File: config.mk
export PLATFORM = sky130hd
export DESIGN_NAME = fetch_stage
export DESIGN_NICKNAME = d
export VERILOG_FILES = /design/src/logic/mips_isa_pkg.sv /design/src/logic/mips_pipe_pkg.sv /design/src/logic/fetch_stage.sv
export SDC_FILE = /design/constraint.sdc
export NUM_CORES = 2
export LEC_CHECK = 0
export ABC_AREA = 1
export BUFFER_PORTS_ARGS = -buffer_cell sky130_fd_sc_hd__buf_2
export CAP_MARGIN = 20
export CORE_MARGIN = 5
export CORE_UTILIZATION = 23
export CTS_BUF_LIST = sky130_fd_sc_hd__clkbuf_4
export DETAILED_ROUTE_END_ITERATION = 8
export GPL_TIMING_DRIVEN = 0
export PLACE_DENSITY = 0.35
export SYNTH_ARGS = -nofsm -noshare
export SYNTH_HDL_FRONTEND = slang
export SYNTH_SLANG_ARGS = --single-unit
File: constraint.sdc
create_clock -name i_clk -period 7.1 [get_ports i_clk]
set_input_delay 0.71 -clock i_clk [delete_from_list [all_inputs] [get_ports i_clk]]
set_output_delay 0.71 -clock i_clk [all_outputs]
set_load 0.005 [all_outputs]
File: src/logic/mips_isa_pkg.sv
package mips_isa_pkg;

    // Datapath and field widths
    localparam int WORD_W     = 32;
    localparam int REG_ADDR_W = 5;
    localparam int IMM_W      = 16;

    typedef logic [WORD_W-1:0]     word_t;
    typedef logic [REG_ADDR_W-1:0] reg_addr_t;

    // Primary opcode, bits 31 to 26
    typedef enum logic [5:0] {
        OP_RTYPE = 6'h00,
        OP_ADDI  = 6'h08,
        OP_ANDI  = 6'h0C,
        OP_ORI   = 6'h0D,
        OP_LW    = 6'h23,
        OP_SW    = 6'h2B
    } opcode_e;

    // R-type function field, bits 5 to 0
    typedef enum logic [5:0] {
        FN_ADD = 6'h20,
        FN_SUB = 6'h22,
        FN_AND = 6'h24,
        FN_OR  = 6'h25,
        FN_SLT = 6'h2A
    } funct_e;

endpackage

File: src/logic/mips_pipe_pkg.sv
package mips_pipe_pkg;

    // Memory sizes in words
    localparam int IMEM_DEPTH  = 64;
    localparam int IMEM_ADDR_W = 6;
    localparam int DMEM_DEPTH  = 16;
    localparam int DMEM_ADDR_W = 4;

    // ALU operation carried from decode to execute
    typedef enum logic [2:0] {
        ALU_ADD = 3'd0,
        ALU_SUB = 3'd1,
        ALU_AND = 3'd2,
        ALU_OR  = 3'd3,
        ALU_SLT = 3'd4
    } alu_op_e;

    // Source of an ALU operand
    typedef enum logic [1:0] {
        FWD_REG    = 2'b00,
        FWD_EX_MEM = 2'b01,
        FWD_MEM_WB = 2'b10
    } fwd_sel_e;

endpackage

File: src/logic/fetch_stage.sv
`timescale 1ns/10ps

module fetch_stage (
    // Inputs
    input  logic                                  i_clk,
    input  logic                                  i_rst,
    input  logic                                  i_run,
    input  logic                                  i_imem_we,
    input  logic [mips_pipe_pkg::IMEM_ADDR_W-1:0] i_imem_addr,
    input  mips_isa_pkg::word_t                   i_imem_data,
    // Outputs
    output mips_isa_pkg::word_t                   o_instr,
    output logic [mips_pipe_pkg::IMEM_ADDR_W-1:0] o_pc
);
    import mips_isa_pkg::*;
    import mips_pipe_pkg::*;

    word_t                  imem [0:IMEM_DEPTH-1];
    logic [IMEM_ADDR_W-1:0] pc;

    // Program load port is open only while the core is halted
    always_ff @(posedge i_clk) begin
        if (!i_rst) begin
            for (int i = 0; i < IMEM_DEPTH; i++) begin
                imem[i] <= '0;
            end
        end else if (i_imem_we && !i_run) begin
            imem[i_imem_addr] <= i_imem_data;
        end
    end

    // PC and IF/ID register
    always_ff @(posedge i_clk) begin
        if (!i_rst || !i_run) begin
            pc      <= '0;
            o_instr <= '0;
        end else begin
            pc      <= pc + 1'b1;
            o_instr <= imem[pc];
        end
    end

    assign o_pc = pc;

endmodule

* Word level (Yosys, flattened, before mapping)
Memories as Yosys holds them, arrays and structs flattened. A register that Yosys moved wholly into a read port is not among the register bits.
Cells that the tools add are included.
** Storage, ports and cells
- Bits in registers :: 6
- Memory bits (writable) :: 2048
- Input port bits :: 42
- Memories kept :: 1
** Memory list
- imem :: depth 64, width 32, read ports 1, clocked after Yosys merged registers in 1, wr ports 64, line fetch_stage.sv:18 : word_t imem [0:IMEM_DEPTH-1];
** Cells by class
- $add $sub $neg :: 1
- Multiplexer cells :: 7
- Reductions and logical operators :: 5
** Operator list (count)
- 2-to-1 mux 32 bit :: 1
- OR reduction 32 bit :: 1
- adder 6 x 1 -> 6 bit (second input constant) :: 1
- 2-to-1 mux 6 bit :: 1
- 2-to-1 mux 1 bit :: 5
- logical NOT 1 bit :: 2
- logical AND 1 bit :: 1
- logical OR 1 bit :: 1

* Logic depth before layout (Yosys ltp)
- Depth in word-level cells :: 7
- Depth in mapped cells :: 15
- Depth with buffers taken out :: 11

* Worst setup path after synthesis
OpenSTA, ideal clock, no wires.
- Kind :: input-to-reg
- Start :: input i_rst
- End :: memory imem[0][0] in the netlist's numbering, enable pin
- Library setup time :: 0.389 ns
- Arrival :: 2.645 ns
- Path slack :: 4.066 ns
- Cell stages on the path :: 7
- Buffers on the path :: 1
- Cell sequence :: nand2_1 -> nor2_1 -> inv_2 -> nor4_2 -> nand2_1 -> clkbuf_1 -> nand2_1
** RTL lines
- from (decl) :: line fetch_stage.sv:6 : input logic i_rst,
- to (decl) :: line fetch_stage.sv:18

==> metrics.cfg <==
[outcome]
outcome=finished, final reports clean

[synthesis]
synth.yosys.seq_area_share_pct=65.4
synthesis.nets=10400
synthCells=10300
yosys_warnings=0
syn-mean-instance-area_um2=9.21
synth.distinct_cells=22
synth-seq-cells=2086
synth.cell_area_um2=95200

[layout]
synthToLayoutAreaGrowth_pct=21.1
nets=11400
layout_common_cells=2975 x nor2_1, 2408 x nand2_1, 2048 x edfxtp_1, 952 x clkbuf_4, 781 x nand3_1
post-route-util_pct=27.9
final_common_cell=nor2_1
fin_area_um2=115000
final_layout_size_suffix_gt1_share_pct=13.2
num-fill-cells=44700

[clocking]
htree_num_levels=6
cts_resized=0
root_buffer=clkbuf_4
clock_latency_ns=1.67
cts_setup_buffers=0
clock_path_buffers=4
cts_hold_buf=45
clock_sinks=2086
clkTransAtPathRegs_ns=0.06
tritoncts=built
cts_buffers=637

[sta]
fin_crit_sh_pct=92.3
fin_crit_ns=6.55
rsz0062_at_grt=no
maxSlewViolCount=0
tightest_slew_ns=1.35
hold_slack_ns=0.208
slew_headroom_pct=9.92
hold_viol_final=0
timing.fmax_ghz=0.153
clock-skew-final_ns=0.131
setup_viol=0

[drt]
vias=84900
drt_iter0_markers=11700
via_per_inst=4.90
first_pass_iters=6
antenna_left=0
avgRoutedWirePerCell_um=35.1
drc=0
drt-total-wl_mm=609

[grt]
grt_usage_pct=27.7
grt_max_degree=33
antenna_found_initial=119
gr-total-overflow=0
grt_pass1_wl_mm=777
grt_pass1_vias=79400

[critical_path]
r2r_slack_ns=0.55
path_class=flop to flop
critPathTopFamily=buffers and inverters
worstPathCellList=buf_2, inv_2, buf_2, clkbuf_2, buf_2, nand2_1, nand2_1, nand2_1, nand3_1, nand3_1, nand2_1, nand3_1, a21oi_1
arrival_ns=8.02
crit_required_ns=8.57
cp_slowest_cell=a21oi_1
critPathMaxStageDelay_ns=0.83
startpoint_type=flop
cp.buffers_inverters=5
crit_path_max_fanout=10
endpoint_kind=flop
cpMostUsedCell=nand2_1

[floorplanning]
placeableCoreArea_um2=413000
die_w_um=653
fp.dieArea_um2=427000
die_h_um=653
rows=236
io_pins=80
start_util_pct=23.1

[min_path]
hold_path_class=input pin to flop

[placed_design]
gp_congestion=1.03
hpwl_mm=467
portBuffers=79
placed_cell_area_um2=106000

[power_and_ir_drop]
power_density_nw_per_um2=260
peakVddDrop_mv=0.158
power.leakage_nw=46.4
total_power_mw=30.0

[flow_run]
maxCapViolCount=0

[cells in the mapped netlist]
library cell | count | area share, %
a21oi_1 | 162 | 0.85
buf_1 | 67 | 0.26
buf_2 | 47 | 0.25
clkbuf_1 | 711 | 2.8
dfxtp_1 | 38 | 0.80
edfxtp_1 | 2048 | 65
ha_1 | 1 | 0.013
inv_1 | 554 | 2.2
inv_2 | 35 | 0.14
nand2_1 | 2472 | 9.7
nand3_1 | 781 | 4.1
nand4_1 | 1 | 0.0066
nor2_1 | 2975 | 12
nor3_1 | 8 | 0.042
nor3b_1 | 1 | 0.0079
nor4_1 | 1 | 0.0066
nor4_2 | 4 | 0.053
nor4_4 | 4 | 0.089
o21ai_0 | 396 | 2.1
o21bai_1 | 1 | 0.0079
or2_2 | 30 | 0.20
xnor2_1 | 1 | 0.0092
[through the flow]
step	setup TNS, ns	setup slack (ns)	instances
after floorplan	0	4.07	10300
after global placement	-878.49	-1.66	15900
after detailed placement	0	0.971	16100
after CTS	0	0.962	17300
after global routing	0	0.937	17300
final	0	0.548	17300
[power breakdown]
group | internal, mW | leakage [nW] | total (mW) | switching [mW]
Sequential | 14.1 | 19.8 | 14.3 | 0.200
Clock | 6.40 | 4.79 | 12.5 | 6.05
Combinational | 0.629 | 21.8 | 3.25 | 2.62
Total | 21.1 | 46.4 | 30.0 | 8.87
[logic make-up (layout without fill, tap and decap cells)]
group	after synthesis	count (layout)	share of synthesized area (%)
buf+inv	1414	2860	5.64
flops	2086	2086	65.4
compound gates	559	559	2.94
xor+xnor	1	1	0.00920
simple gates	6277	6277	26.0
other cells	0	83	0
fa+ha+maj	1	1	0.0131
[layout make-up]
type                            instances  area, um2  area share, %
Sequential cell                      2086      62300           54.0
Antenna cell                           83        208          0.180
Clock buffer                          952       7150           6.20
Clock inverter                        163        995          0.863
Timing Repair Buffer                  331       4590           3.98
Buffer                                825       3240           2.81
Tap cell                             5474       6850           5.94
Inverter                              589       2210           1.92
Multi-Input combinational cell       6838      27800           24.1
[state kept, by name, summed over array words and instances (netlist names)]
| signal | cells |
|---|---|
| imem | 2048 |
| o_instr | 32 |
| o_pc | 6 |
[final timing paths]
kind,start,endpoint,cells past startpoint
max,o_pc[0]$_SDFF_PP0_,o_instr[0]$_SDFF_PP0_,13
min,i_imem_data[4],imem[4][4]$_SDFFCE_PN0P_,4
max reg2reg,o_pc[0]$_SDFF_PP0_,o_instr[0]$_SDFF_PP0_,13
min reg2reg,o_pc[1]$_SDFF_PP0_,o_pc[1]$_SDFF_PP0_,3
[layer usage]
layer	GRT usage, %	vias up	share of wire (%)
li1	-	35900	-
met1	36.3	42900	41
met2	41.5	4990	43
met3	6.89	1086	9.4
met4	15.9	18	6.6
met5	0	-	0.020
[tightest hold or removal path: stages]
cell and delay [ns]:
dlygate4sd3_1 0.51, buf_2 0.10, inv_2 0.20, nor2_1 0.17
No activity file was read; power rests on OpenSTA's default activity.
