File: src/logic/mips_isa_pkg.sv
package mips_isa_pkg;

    // Datapath and field widths
    localparam int WORD_W     = 32;
    localparam int REG_ADDR_W = 5;
    localparam int IMM_W      = 16;

    typedef logic [WORD_W-1:0]     word_t;
    typedef logic [REG_ADDR_W-1:0] reg_addr_t;

    // Primary opcode, bits 31 to 26
    typedef enum logic [5:0] {
        OP_RTYPE = 6'h00,
        OP_ADDI  = 6'h08,
        OP_ANDI  = 6'h0C,
        OP_ORI   = 6'h0D,
        OP_LW    = 6'h23,
        OP_SW    = 6'h2B
    } opcode_e;

    // R-type function field, bits 5 to 0
    typedef enum logic [5:0] {
        FN_ADD = 6'h20,
        FN_SUB = 6'h22,
        FN_AND = 6'h24,
        FN_OR  = 6'h25,
        FN_SLT = 6'h2A
    } funct_e;

endpackage

File: src/logic/mips_pipe_pkg.sv
package mips_pipe_pkg;

    // Memory sizes in words
    localparam int IMEM_DEPTH  = 64;
    localparam int IMEM_ADDR_W = 6;
    localparam int DMEM_DEPTH  = 16;
    localparam int DMEM_ADDR_W = 4;

    // ALU operation carried from decode to execute
    typedef enum logic [2:0] {
        ALU_ADD = 3'd0,
        ALU_SUB = 3'd1,
        ALU_AND = 3'd2,
        ALU_OR  = 3'd3,
        ALU_SLT = 3'd4
    } alu_op_e;

    // Source of an ALU operand
    typedef enum logic [1:0] {
        FWD_REG    = 2'b00,
        FWD_EX_MEM = 2'b01,
        FWD_MEM_WB = 2'b10
    } fwd_sel_e;

endpackage

File: src/logic/memory_stage.sv
`timescale 1ns/10ps

module memory_stage (
    // EX/MEM inputs
    input  logic                    i_clk,
    input  logic                    i_rst,
    input  mips_isa_pkg::word_t     i_alu_result,
    input  mips_isa_pkg::word_t     i_store_data,
    input  mips_isa_pkg::reg_addr_t i_dest,
    input  logic                    i_reg_write,
    input  logic                    i_mem_read,
    input  logic                    i_mem_write,
    // Write-back bundle
    output logic                    o_wb_valid,
    output mips_isa_pkg::reg_addr_t o_wb_reg,
    output mips_isa_pkg::word_t     o_wb_data
);
    import mips_isa_pkg::*;
    import mips_pipe_pkg::*;

    word_t                  dmem [0:DMEM_DEPTH-1];
    logic [DMEM_ADDR_W-1:0] dmem_addr;
    logic                   load_q;
    word_t                  alu_q;
    word_t                  rdata_q;

    // Word addressing
    assign dmem_addr = i_alu_result[DMEM_ADDR_W+1:2];

    always_ff @(posedge i_clk) begin
        if (!i_rst) begin
            for (int i = 0; i < DMEM_DEPTH; i++) begin
                dmem[i] <= '0;
            end
        end else if (i_mem_write) begin
            dmem[dmem_addr] <= i_store_data;
        end
    end

    // --------------------
    // MEM/WB register
    // --------------------
    always_ff @(posedge i_clk) begin
        if (!i_rst) begin
            o_wb_valid <= 1'b0;
            o_wb_reg   <= '0;
            load_q     <= 1'b0;
        end else begin
            o_wb_valid <= i_reg_write && (i_dest != '0);
            o_wb_reg   <= i_dest;
            load_q     <= i_mem_read;
        end
    end

    always_ff @(posedge i_clk) begin
        alu_q   <= i_alu_result;
        rdata_q <= dmem[dmem_addr];
    end

    assign o_wb_data = load_q ? rdata_q : alu_q;

    // Decode never issues a load and a store together
    a_mem_excl : assert property (@(posedge i_clk) disable iff (!i_rst)
        !(i_mem_read && i_mem_write));

endmodule

File: config.mk
export PLATFORM = sky130hd
export DESIGN_NAME = memory_stage
export DESIGN_NICKNAME = d
export VERILOG_FILES = /design/src/logic/mips_isa_pkg.sv /design/src/logic/mips_pipe_pkg.sv /design/src/logic/memory_stage.sv
export SDC_FILE = /design/constraint.sdc
export NUM_CORES = 1
export LEC_CHECK = 0
export BUFFER_PORTS_ARGS = -buffer_cell sky130_fd_sc_hd__buf_4
export CORE_ASPECT_RATIO = 0.6
export CORE_MARGIN = 2
export CORE_UTILIZATION = 48
export DETAILED_ROUTE_END_ITERATION = 10
export PLACE_DENSITY = 0.77
export SYNTH_ARGS = -nofsm -noshare
export SYNTH_HDL_FRONTEND = slang
export SYNTH_SLANG_ARGS = --single-unit
File: constraint.sdc
create_clock -name i_clk -period 7.1 [get_ports i_clk]
set_input_delay 1.42 -clock i_clk [delete_from_list [all_inputs] [get_ports i_clk]]
set_output_delay 1.42 -clock i_clk [all_outputs]
set_load 0.01 [all_outputs]
# Word-level counts from Yosys, hierarchy flattened
# Memory sizes are Yosys's and may differ from the RTL's. A register that Yosys moved wholly into a read port is not among the register bits.
# Cells that the tools add are included.
# totals
romBits	0
output_inout_bits	38
ff_bits	39
latch_bits	0
input_bits	74
memories	1
ramBits	512
# mem_list
name	depth	word_bits	read_ports	rd_clocked_by_memory_dff	write_ports	line_no	rtl
dmem	16	32	1	1	16	memory_stage.sv:21	word_t dmem [0:DMEM_DEPTH-1];
# op_classes
n_lt_le_gt_ge	0
shifts	0
n_mux	8
eq_ne	0
n_reduce_logical	3
n_bitwise	0
div_mod_pow	0
n_addsub	0
multipliers	0
# ops
operator	n
$mux W32	2
$reduce_or A32 Y1	1
$mux W1	5
$reduce_bool A5 Y1	1
$mux W4	1
$logic_and A1 B1 Y1	1

# Logic depth before layout (Yosys ltp)
# depth
ltp_word	5
mapped_depth	6
depth_no_buf	3

# Worst setup path after synthesis
# OpenSTA, ideal clock, no wires.
# synth_path
path_kind	in2reg
startpoint	in i_rst
endpoint	mem dmem[1][0] (netlist name) (enable)
slack_ps	2467
path_buffers	1
path_stages	3
arrival_time_ps	4167
setup_time_ps	466
required_ps	6634
path_cell_list	buf_2 > nand4bb_1 > o21ai_0
# synth_rtl
item	line_no	rtl
start: declaration	memory_stage.sv:6	input logic i_rst,
end: declaration	memory_stage.sv:21	

==> results.json <==
{
  "wl_met2_um": 26620,
  "drv_cap": 0,
  "cts_buffers": 52,
  "finalSetupViolCount": 0,
  "max_clock_freq_mhz": 253.9,
  "clk_path_buf_depth": 3,
  "fin_hold_ws_ns": 0.6738,
  "initial_core_util": 0.4855,
  "clock-sinks": 583,
  "postCtsSetupRepairBufs": 0,
  "gp_congestion": 0.7982,
  "crit_path_start_kind": "input pin",
  "track_usage": 0.2304,
  "dieWidth_um": 297.0,
  "drtIter0Drc": 1630,
  "dpl_cell_area_um2": 26330,
  "fin_nets": 1673,
  "crit_start": "i_rst",
  "clock_latency_ns": 0.58,
  "crit_path_end": "dmem[0][31]",
  "cts_root_buf": "clkbuf_16",
  "worstReg2RegStart": "dmem[3][6]",
  "ioPinCount": 112,
  "required_ns": 7.29,
  "r2r_setup_slack_ns": 5.62,
  "reg_top3": "dmem (512), alu_q (32), rdata_q (32)",
  "final_cell_area_um2": 28070,
  "crit_type": "in2reg",
  "drive_above_1_share": 0.2387,
  "end_kind": "flop",
  "hold_path_class": "reg2reg",
  "gr-total-overflow": 0,
  "synth_area_um2": 24730,
  "ir_worst_vdd_uv": 182.0,
  "ant_nets": 0,
  "r2r-end": "rdata_q[6]",
  "tightest_slew_ns": 1.332,
  "cts.clk_slew.worst_paths_ns": 0.06,
  "largest_reg_flops": 512,
  "synth_fp_nets": 1608,
  "topRoutingLayerUsed": "met5",
  "viasPerCell": 5.867,
  "yosysSeqAreaShare": 0.6793,
  "rsz0062_at_grt": "false",
  "ys_types": 26,
  "grt_pass1_vias": 13910,
  "ys_seq_elements": 583,
  "fp-row-count": 64,
  "hold_viol_final": 0,
  "syn2layout_area_growth_pct": 13.51,
  "syn_inst": 1534,
  "post-route-period-util": 0.5548,
  "fill_cells": 3958,
  "power_density_nw_per_um2": 264.9,
  "cp_max_fo": 33,
  "drtPass1Iterations": 5,
  "wl_met3_um": 6870,
  "grt_max_degree": 78,
  "hold_buffers": 0,
  "wire_per_inst_um": 26.19,
  "tns_ns": 0,
  "die-area_um2": 53400,
  "reg2regPathDepth": 3,
  "port-buffer-count": 111,
  "hpwl_um": 33920,
  "core_um2": 50930,
  "p_leak_nw": 9.915,
  "vias": 13710,
  "drv_slew": 0,
  "fp.dieH_um": 179.8,
  "wl_um": 61180,
  "cp.arrival_ns": 4.13,
  "maxSlewHeadroom": 0.1100,
  "finalClockSkew_ns": 0.01678,
  "cts_tree": "built",
  "status": "finished clean",
  "yosysWarnings": 0,
  "period_needed_ns": 3.939,
  "htreeDepth": 2,
  "syn_area_per_cell_um2": 16.12,
  "drc_errors": 0,
  "m1WireLength_um": 26370,
  "largest_register": "dmem",
  "grt_pass1_wl_um": 91240,
  "antenna_found_initial": 1,
  "cts_resized": 0
}
routing by layer:
layer / vias to the layer above / GRT usage
met3: 94 / 0.05233
met5: - / 0.005291
li1: 5768 / -
met2: 777 / 0.3347
met4: 2 / 0.05434
met1: 7064 / 0.3538
layout by cell type, fill, tap and decap left out, drive strengths merged:
cell      count
and2        519
edfxtp      512
buf         143
mux4        128
dfxtp        71
clkbuf       71
a22oi        64
nand2        33
mux2         32
clkinv       18
nor2         13
o21ai        12
nand2b        6
nor3          4
bufinv        4
nor2b         2
nand4b        2
inv           2
clkinvlp      2
diode         1
nand4bb       1
nand4         1
or3           1
o311a         1
cell usage after synthesis, drive strengths merged:
cell	n	area, um^2
buf	34	207.7
o21ai	12	60.06
mux4	128	2883
a22oi	64	480.5
nor3	4	40.04
or3	1	6.260
nand4	1	6.260
nand2b	6	45.04
clkbuf	98	367.9
dfxtp	71	1421
mux2	32	360.3
edfxtp	512	15370
and2	519	3247
o311a	1	10.01
nand4b	2	17.52
nor2	13	48.80
nor2b	2	12.51
nand4bb	1	11.26
nand2	33	126.4
layout make-up:
class,instances,area (um^2),share of cell area
antenna,1,2.502,0.00008916
clock buffer,71,1486,0.05296
clock inverter,26,250.2,0.008916
multi-input combinational,819,7579,0.2700
sequential,583,16800,0.5985
tap,693,867.1,0.03089
timing repair buffer,143,1085,0.03865
kinds of logic (layout without fill, tap and decap cells):
group	count (synthesis)	count (layout)	share of synthesized area
flip-flops	583	583	0.6793
other	0	1	0
buffers and inverters	132	240	0.02328
AND/OR/NAND/NOR	582	582	0.1440
multiplexers	160	160	0.1312
AO/OA/AOI/OAI	77	77	0.02227
worst min-delay path by stage:
stage	depth (start not counted)	slack, ns	end	startpoint
after floorplan	3	0.63	rdata_q[0]	dmem[14][0]
after global placement	3	0.65	rdata_q[27]	dmem[15][27]
after detailed placement	3	0.65	rdata_q[0]	dmem[14][0]
after CTS	3	0.67	rdata_q[0]	dmem[14][0]
after global routing	3	0.69	rdata_q[0]	dmem[15][0]
final	3	0.67	rdata_q[0]	dmem[14][0]
through the flow:
stage | setup slack, ns | instances | utilization | total power, mW
after detailed placement | 2.586 | 2238 | 0.5170 | 4.614
after global placement | 2.694 | 2238 | 0.5170 | 4.589
after CTS | 3.194 | 2335 | 0.5511 | 7.474
after global routing | 2.997 | 2336 | 0.5511 | 7.655
final | 3.161 | 2336 | 0.5511 | 7.436
after floorplan | 2.467 | 1534 | - | 4.368
worst max-delay path, cell delays in order:
cell	delay, ns
buf_4	0.43
nand4bb_1	0.61
nor3_4	0.28
buf_4	0.41
nand2b_2	0.92
power by group:
part	internal, mW	total (mW)	switching, mW
combinational	0.230	0.545	0.315
sequential	3.93	3.99	0.0615
clock	1.62	2.90	1.28
No activity file was read; power rests on OpenSTA's default activity.
