--- src/logic/mips_isa_pkg.sv ---
package mips_isa_pkg;

    // Datapath and field widths
    localparam int WORD_W     = 32;
    localparam int REG_ADDR_W = 5;
    localparam int IMM_W      = 16;

    typedef logic [WORD_W-1:0]     word_t;
    typedef logic [REG_ADDR_W-1:0] reg_addr_t;

    // Primary opcode, bits 31 to 26
    typedef enum logic [5:0] {
        OP_RTYPE = 6'h00,
        OP_ADDI  = 6'h08,
        OP_ANDI  = 6'h0C,
        OP_ORI   = 6'h0D,
        OP_LW    = 6'h23,
        OP_SW    = 6'h2B
    } opcode_e;

    // R-type function field, bits 5 to 0
    typedef enum logic [5:0] {
        FN_ADD = 6'h20,
        FN_SUB = 6'h22,
        FN_AND = 6'h24,
        FN_OR  = 6'h25,
        FN_SLT = 6'h2A
    } funct_e;

endpackage

--- src/logic/mips_pipe_pkg.sv ---
package mips_pipe_pkg;

    // Memory sizes in words
    localparam int IMEM_DEPTH  = 64;
    localparam int IMEM_ADDR_W = 6;
    localparam int DMEM_DEPTH  = 16;
    localparam int DMEM_ADDR_W = 4;

    // ALU operation carried from decode to execute
    typedef enum logic [2:0] {
        ALU_ADD = 3'd0,
        ALU_SUB = 3'd1,
        ALU_AND = 3'd2,
        ALU_OR  = 3'd3,
        ALU_SLT = 3'd4
    } alu_op_e;

    // Source of an ALU operand
    typedef enum logic [1:0] {
        FWD_REG    = 2'b00,
        FWD_EX_MEM = 2'b01,
        FWD_MEM_WB = 2'b10
    } fwd_sel_e;

endpackage

--- src/logic/id_ex_if.sv ---
`timescale 1ns/10ps

interface id_ex_if;
    import mips_isa_pkg::*;
    import mips_pipe_pkg::*;

    // Register indices
    reg_addr_t rs;
    reg_addr_t rt;
    reg_addr_t dest;
    // Operands
    word_t     op_a;
    word_t     op_b;
    word_t     imm;
    // Control
    alu_op_e   alu_op;
    logic      alu_src;
    logic      reg_write;
    logic      mem_read;
    logic      mem_write;

    modport producer (output rs, rt, dest, op_a, op_b, imm,
                      output alu_op, alu_src, reg_write, mem_read, mem_write);
    modport consumer (input rs, rt, dest, op_a, op_b, imm,
                      input alu_op, alu_src, reg_write, mem_read, mem_write);
endinterface

--- src/logic/execute_stage.sv ---
`timescale 1ns/10ps

module execute_stage (
    // Inputs
    input  logic                    i_clk,
    input  logic                    i_rst,
    id_ex_if.consumer               i_idex,
    input  mips_pipe_pkg::fwd_sel_e i_fwd_a,
    input  mips_pipe_pkg::fwd_sel_e i_fwd_b,
    input  mips_isa_pkg::word_t     i_wb_data,
    // EX/MEM outputs
    output mips_isa_pkg::word_t     o_alu_result,
    output mips_isa_pkg::word_t     o_store_data,
    output mips_isa_pkg::reg_addr_t o_dest,
    output logic                    o_reg_write,
    output logic                    o_mem_read,
    output logic                    o_mem_write
);
    import mips_isa_pkg::*;
    import mips_pipe_pkg::*;

    word_t fwd_a_val;
    word_t fwd_b_val;
    word_t op_b;
    word_t alu_y;

    function automatic word_t pick(input fwd_sel_e sel, input word_t reg_val);
        case (sel)
            FWD_EX_MEM: return o_alu_result;
            FWD_MEM_WB: return i_wb_data;
            default:    return reg_val;
        endcase
    endfunction

    // --------------------
    // Operand muxes and ALU
    // --------------------
    always_comb begin
        fwd_a_val = pick(i_fwd_a, i_idex.op_a);
        fwd_b_val = pick(i_fwd_b, i_idex.op_b);
        op_b      = i_idex.alu_src ? i_idex.imm : fwd_b_val;
    end

    always_comb begin
        case (i_idex.alu_op)
            ALU_SUB: alu_y = fwd_a_val - op_b;
            ALU_AND: alu_y = fwd_a_val & op_b;
            ALU_OR:  alu_y = fwd_a_val | op_b;
            // Signed compare
            ALU_SLT: alu_y = {{(WORD_W-1){1'b0}}, $signed(fwd_a_val) < $signed(op_b)};
            default: alu_y = fwd_a_val + op_b;
        endcase
    end

    // EX/MEM register
    always_ff @(posedge i_clk) begin
        if (!i_rst) begin
            o_dest      <= '0;
            o_reg_write <= 1'b0;
            o_mem_read  <= 1'b0;
            o_mem_write <= 1'b0;
        end else begin
            o_dest      <= i_idex.dest;
            o_reg_write <= i_idex.reg_write;
            o_mem_read  <= i_idex.mem_read;
            o_mem_write <= i_idex.mem_write;
        end
    end

    always_ff @(posedge i_clk) begin
        o_alu_result <= alu_y;
        o_store_data <= fwd_b_val;
    end

endmodule

--- src/flat_wrapper.sv ---
// flat-port wrapper written by rule: the top's interface ports become plain ports
module execute_stage_flat import mips_isa_pkg::*; import mips_pipe_pkg::*;
  (i_clk, i_rst, i_fwd_a, i_fwd_b, i_wb_data, o_alu_result, o_store_data, o_dest, o_reg_write, o_mem_read, o_mem_write, i_idex_rs, i_idex_rt, i_idex_dest, i_idex_op_a, i_idex_op_b, i_idex_imm, i_idex_alu_op, i_idex_alu_src, i_idex_reg_write, i_idex_mem_read, i_idex_mem_write);
  id_ex_if i_idex_i ();
  input  logic i_clk;
  input  logic i_rst;
  input  mips_pipe_pkg::fwd_sel_e i_fwd_a;
  input  mips_pipe_pkg::fwd_sel_e i_fwd_b;
  input  mips_isa_pkg::word_t i_wb_data;
  output mips_isa_pkg::word_t o_alu_result;
  output mips_isa_pkg::word_t o_store_data;
  output mips_isa_pkg::reg_addr_t o_dest;
  output logic o_reg_write;
  output logic o_mem_read;
  output logic o_mem_write;
  input wire logic [$bits(i_idex_i.rs)-1:0] i_idex_rs;
  input wire logic [$bits(i_idex_i.rt)-1:0] i_idex_rt;
  input wire logic [$bits(i_idex_i.dest)-1:0] i_idex_dest;
  input wire logic [$bits(i_idex_i.op_a)-1:0] i_idex_op_a;
  input wire logic [$bits(i_idex_i.op_b)-1:0] i_idex_op_b;
  input wire logic [$bits(i_idex_i.imm)-1:0] i_idex_imm;
  input wire logic [$bits(i_idex_i.alu_op)-1:0] i_idex_alu_op;
  input wire logic [$bits(i_idex_i.alu_src)-1:0] i_idex_alu_src;
  input wire logic [$bits(i_idex_i.reg_write)-1:0] i_idex_reg_write;
  input wire logic [$bits(i_idex_i.mem_read)-1:0] i_idex_mem_read;
  input wire logic [$bits(i_idex_i.mem_write)-1:0] i_idex_mem_write;
  assign i_idex_i.rs = i_idex_rs;
  assign i_idex_i.rt = i_idex_rt;
  assign i_idex_i.dest = i_idex_dest;
  assign i_idex_i.op_a = i_idex_op_a;
  assign i_idex_i.op_b = i_idex_op_b;
  assign i_idex_i.imm = i_idex_imm;
  assign i_idex_i.alu_op = i_idex_alu_op;
  assign i_idex_i.alu_src = i_idex_alu_src;
  assign i_idex_i.reg_write = i_idex_reg_write;
  assign i_idex_i.mem_read = i_idex_mem_read;
  assign i_idex_i.mem_write = i_idex_mem_write;
  execute_stage u_core (.i_clk(i_clk), .i_rst(i_rst), .i_idex(i_idex_i), .i_fwd_a(i_fwd_a), .i_fwd_b(i_fwd_b), .i_wb_data(i_wb_data), .o_alu_result(o_alu_result), .o_store_data(o_store_data), .o_dest(o_dest), .o_reg_write(o_reg_write), .o_mem_read(o_mem_read), .o_mem_write(o_mem_write));
endmodule
--- config.mk ---
export PLATFORM = sky130hd
export DESIGN_NAME = execute_stage_flat
export DESIGN_NICKNAME = d
export VERILOG_FILES = /design/src/logic/mips_isa_pkg.sv /design/src/logic/mips_pipe_pkg.sv /design/src/logic/id_ex_if.sv /design/src/logic/execute_stage.sv /design/src/flat_wrapper.sv
export SDC_FILE = /design/constraint.sdc
export NUM_CORES = 1
export LEC_CHECK = 0
export BUFFER_PORTS_ARGS = -buffer_cell sky130_fd_sc_hd__buf_2
export CAP_MARGIN = 20
export CORE_UTILIZATION = 50
export CTS_BUF_LIST = sky130_fd_sc_hd__clkbuf_8
export DETAILED_ROUTE_END_ITERATION = 7
export PLACE_DENSITY = 0.77
export SYNTH_ARGS = -nofsm -noshare
export SYNTH_HDL_FRONTEND = slang
export SYNTH_SLANG_ARGS = --single-unit
--- constraint.sdc ---
create_clock -name i_clk -period 9.8 [get_ports i_clk]
set_clock_uncertainty 0.15 [all_clocks]
set_input_delay 0.98 -clock i_clk [delete_from_list [all_inputs] [get_ports i_clk]]
set_output_delay 0.98 -clock i_clk [all_outputs]
set_load 0.02 [all_outputs]
* Word-level counts from Yosys, hierarchy flattened
Cells that the tools add are included.
Cells by class: bitwise gates (word level) 2, magnitude comparators 1, muxes and demuxes 4, $add $sub $neg 2, equal/unequal tests 8
Operator list (number):
- $pmux 32 s2 | 2
- $pmux 32 s4 | 1
- $add 32x32->32 | 1
- $and 32x32->32 | 1
- $lt 32x32->1 | 1
- $mux 32 | 1
- $or 32x32->32 | 1
- $sub 32x32->32 | 1
- $eq 3x2->1 const B | 2
- $eq 2x1->1 const B | 2
- $eq 2x2->1 const B | 2
- $eq 3x1->1 const B | 1
- $eq 3x3->1 const B | 1
Storage, ports and cells: word-level logic and storage cells 23, register bits after elaboration 72, bits of input ports 156, output and inout port bits 72

* Longest topological paths before layout
depth in word-level cells 5, gate-level depth with buffers 20, depth with buffers taken out 19

* Least setup slack after synthesis
Ideal clock, no wire load.
path type input-to-reg, start input port i_fwd_b[0], end register u_core.o_alu_result[30], path slack 4.970 ns, stages on the path 19, data arrival time 4.558 ns, buffers on the path 2, required time 9.528 ns, setup time 0.122 ns, cells stage by stage inv_1 ha_1 clkbuf_1 buf_1 nor2_1 a21oi_1 o21a_1 inv_1 ha_1 fa_1 nor3b_2 o311ai_1 a21oi_1 and3_1 o21a_1 o21a_1 a311oi_1 o221a_1 a21oi_1
On the way: cells in the longest elaborated chain, start to end 5, elaborated cells between the ends (all ways) 9, classes of those cells add/sub (2); eq/ne (2); mux (3); bitwise (2)
RTL lines:
- start: declaration | RTL line flat_wrapper.sv:8 | input mips_pipe_pkg::fwd_sel_e i_fwd_b;
- $eq 2x2->1 / $eq 2x1->1 (equally long branches) | RTL line execute_stage.sv:28 | case (sel)
- $pmux 32 s2 * | RTL line execute_stage.sv:28
- $mux 32 * | RTL line execute_stage.sv:41 | op_b = i_idex.alu_src ? i_idex.imm : fwd_b_val;
- $add 32x32->32, or another cell as far along | RTL line execute_stage.sv:51 | default: alu_y = fwd_a_val + op_b;
- $pmux 32 s4 * | RTL line execute_stage.sv:45 | case (i_idex.alu_op)
- via u_core.alu_y[30] | RTL line execute_stage.sv:25 | word_t alu_y;
- end signal: assignment | RTL line execute_stage.sv:71 | o_alu_result <= alu_y;
- end: declaration | RTL line execute_stage.sv:12 | output mips_isa_pkg::word_t o_alu_result,
The timed path passes the listed nets; every way through them passes the cells marked *. A chain may end at the register's enable or synchronous reset.

* Final worst setup path
start input port i_fwd_b[0], end register u_core.o_alu_result[24]
The elaborated chain is that of the path after synthesis.

==> results_dict.tcl <==
set metrics [dict create \
    status "finished clean" \
    synth-seq-cells 72 \
    ys_async_sr_fraction 0 \
    path_class "input pin to register" \
    drv_slew 0 \
    synth_cells 1154 \
    crit_arrival_ns 5.45 \
    max_freq_ghz 0.188 \
    core_um2 15800 \
    via_per_inst 5.90 \
    reg2reg_slack_ns 5.47 \
    end_kind "register" \
    synth_edf_count 0 \
    rsz0062_at_grt "no" \
    setup_violations 0 \
    chipHeight_um 129 \
    syn_to_final_growth_pct 17.6 \
    synth_top_area_cell "dfxtp_1" \
    port_buffers 217 \
    grt_pass1_vias 7971 \
    postRouteAntennaNets 0 \
    worstMarginPinSlew_ns 1.07 \
    finalSetupTns_ns 0 \
    grt_overflow 0 \
    drive_gt1_frac 0.200 \
    cellPowerDensity_nw_per_um2 169 \
    grt_usage 0.322 \
    cp_max_fo 32 \
    hold_viol_final 0 \
    num_rows 46 \
    num_vias 9079 \
    crit_start "i_fwd_b[0]" \
    hp-class "register to register" \
    synth.area.top_cells "dfxtp_1, ha_1, a21oi_1" \
    dr.pass1.iters 5 \
    io_pins 228 \
    fillers 1549 \
    die_w_um 129 \
    r2r-start "u_core.o_alu_result[0]" \
    crit_end "u_core.o_alu_result[24]" \
    yosysMostFrequentCell "inv_1" \
    grt_pass1_wl_um 41500 \
    antenna_found_initial 0 \
    ys.flop_type "dfxtp_1" \
    diodes 0 \
    avgSynthCellArea_um2 7.00 \
    design.die.area_um2 16700 \
    max-vdd-ir-drop_uv 86.9 \
    cts_sinks 72 \
    clkSlewWorstSetupHoldPaths_ns 0.08 \
    leakage_nw 4.74 \
    cts_max_path_buffers 2 \
    slew_headroom 0.287 \
    remaining_drc_errors 0 \
    worst_ep_required_time_ns 9.92 \
    holdWs_ns 0.485 \
    maxCapViolCount 0 \
    final_area_um2 9500 \
    startpoint_type "input pin" \
    cts_made_buffers 9 \
    fin_crit_ns 5.33 \
    cts_tree "done" \
    yosysSeqAreaShare 0.178 \
    drt-initial-drc-count 688 \
    synth.top_cell.area_share 0.178 \
    postCtsSetupBuffers 0 \
    fin_crit_sh 0.544 \
    wl_per_cell_um 17.8 \
    synth_area_um2 8080 \
    syn-num-nets 1412 \
    cts_root_buf "clkbuf_8" \
    synth_cell_types 67 \
    r2r_end "u_core.o_alu_result[24]" \
    synth_common_cells "inv_1, nor2_1, a21oi_1, nand2_1, ha_1" \
    drt-total-wl_um 27400 \
    start_util 0.510 \
    placed_cell_area_um2 9250 \
    hold_buffers 0 \
    yosysWarnings 0 \
    reg2reg_depth 17 \
    cts_resized 0 \
    hp-start "u_core.o_alu_result[10]" \
    grt_max_degree 65 \
    place_hpwl_um 20500 \
    clk-insertion-delay-late_ns 0.39 \
    place.gp.congestion 0.954 \
    htreeDepth 3 \
    num-nets-final 1575 \
]
[state kept, by name, summed over array words and instances, names as in the netlist]
name and cells:
u_core.o_mem_read 1, u_core.o_reg_write 1, u_core.o_mem_write 1, u_core.o_store_data 32, u_core.o_dest 5, u_core.o_alu_result 32
[through the flow]
stage	power [mW]	util	instances	setup WS, ns
4_1_cts	1.59	0.600	1538	4.58
2_1_floorplan	1.03	-	1154	4.97
6_report	1.60	0.600	1538	4.47
3_3_place_gp	1.27	0.585	1522	4.29
3_5_place_dp	1.28	0.585	1522	4.22
5_1_grt	1.71	0.600	1538	4.14
[metal layers]
layer  GRT usage  vias to the layer above  wire length (µm)
met2       0.516                      444             12100
met3      0.0524                       40              2580
met1       0.442                     4184             12200
met5           0                        -                 0
li1            -                     4411                 -
met4       0.104                        0               490
[worst max-delay path, cell delays in order]
cell and delay, ns:
buf_2 0.11, inv_1 0.06, ha_2 0.15, buf_4 0.37, a22oi_1 0.16, nor2_1 0.11, a21oi_1 0.06, o21a_1 0.28
inv_1 0.10, ha_1 0.16, inv_1 0.06, fa_1 0.49, a211oi_1 0.35, o21ai_0 0.21, nand4_1 0.17, a31oi_1 0.18
o21a_1 0.28, a31oi_1 0.50, o21ai_0 0.19, a31o_2 0.24, a21oi_1 0.23
[final cells by class]
| type | instances | area [µm²] | share of cell area |
|---|---|---|---|
| clock buffers | 9 | 124 | 0.0130 |
| clock inverters | 7 | 119 | 0.0125 |
| inverters | 136 | 510 | 0.0538 |
| multi-input cells | 871 | 5870 | 0.618 |
| flip-flops and latches | 72 | 1440 | 0.152 |
| well taps | 216 | 270 | 0.0285 |
| repair buffers | 227 | 1160 | 0.122 |
[report_power, final]
| group | leakage, nW | internal, mW | switching [mW] | total (mW) |
|---|---|---|---|---|
| clock | 0.122 | 0.170 | 0.134 | 0.304 |
| sequential | 0.605 | 0.358 | 0.0428 | 0.401 |
| combinational | 4.01 | 0.328 | 0.569 | 0.897 |
| total | 4.74 | 0.857 | 0.746 | 1.60 |
[how the worst min path moves through the flow]
stage	cells after the start	slack, ns	to
after floorplan	4	0.57	u_core.o_store_data[10]
after detailed placement	4	0.46	u_core.o_store_data[10]
after global routing	4	0.53	u_core.o_store_data[23]
after global placement	4	0.45	u_core.o_store_data[28]
after CTS	4	0.48	u_core.o_store_data[10]
final	4	0.49	u_core.o_store_data[10]
[cells in the final DEF (no fill, tap or decap), types with 3 or more instances in the layout]
cell,instances
a211oi_1,5
or3_1,3
a22oi_1,65
o21bai_1,14
a31oi_1,11
and2_1,13
nor2b_1,16
o22ai_1,7
nand4_1,5
a21oi_1,104
nand2_1,104
clkbuf_8,9
and3_1,3
a2bb2oi_1,3
nor2_1,118
buf_2,217
o221ai_1,16
inv_1,135
nand3_1,14
o21ai_1,3
o21a_1,40
o211ai_1,14
nand2b_1,14
nor3_1,13
a221o_1,25
buf_4,10
ha_1,98
mux2i_1,5
xnor2_1,3
nor4_1,5
o31ai_1,7
dfxtp_1,72
a21o_1,15
or2_2,3
a221oi_1,8
o21ai_0,74
o211ai_2,3
bufinv_16,3
[cells by family (layout without fill, tap and decap cells)]
kind of cell    Yosys count  count (layout)  share of synthesized area
xor+xnor                  6               6                    0.00651
simple gates            318             318                      0.177
flops                    72              72                      0.178
mux                       5               5                    0.00620
buf+inv                 211             379                      0.100
fa+ha+maj               103             103                      0.161
compound gates          439             439                      0.370
Power figures use the tool's default switching activity.
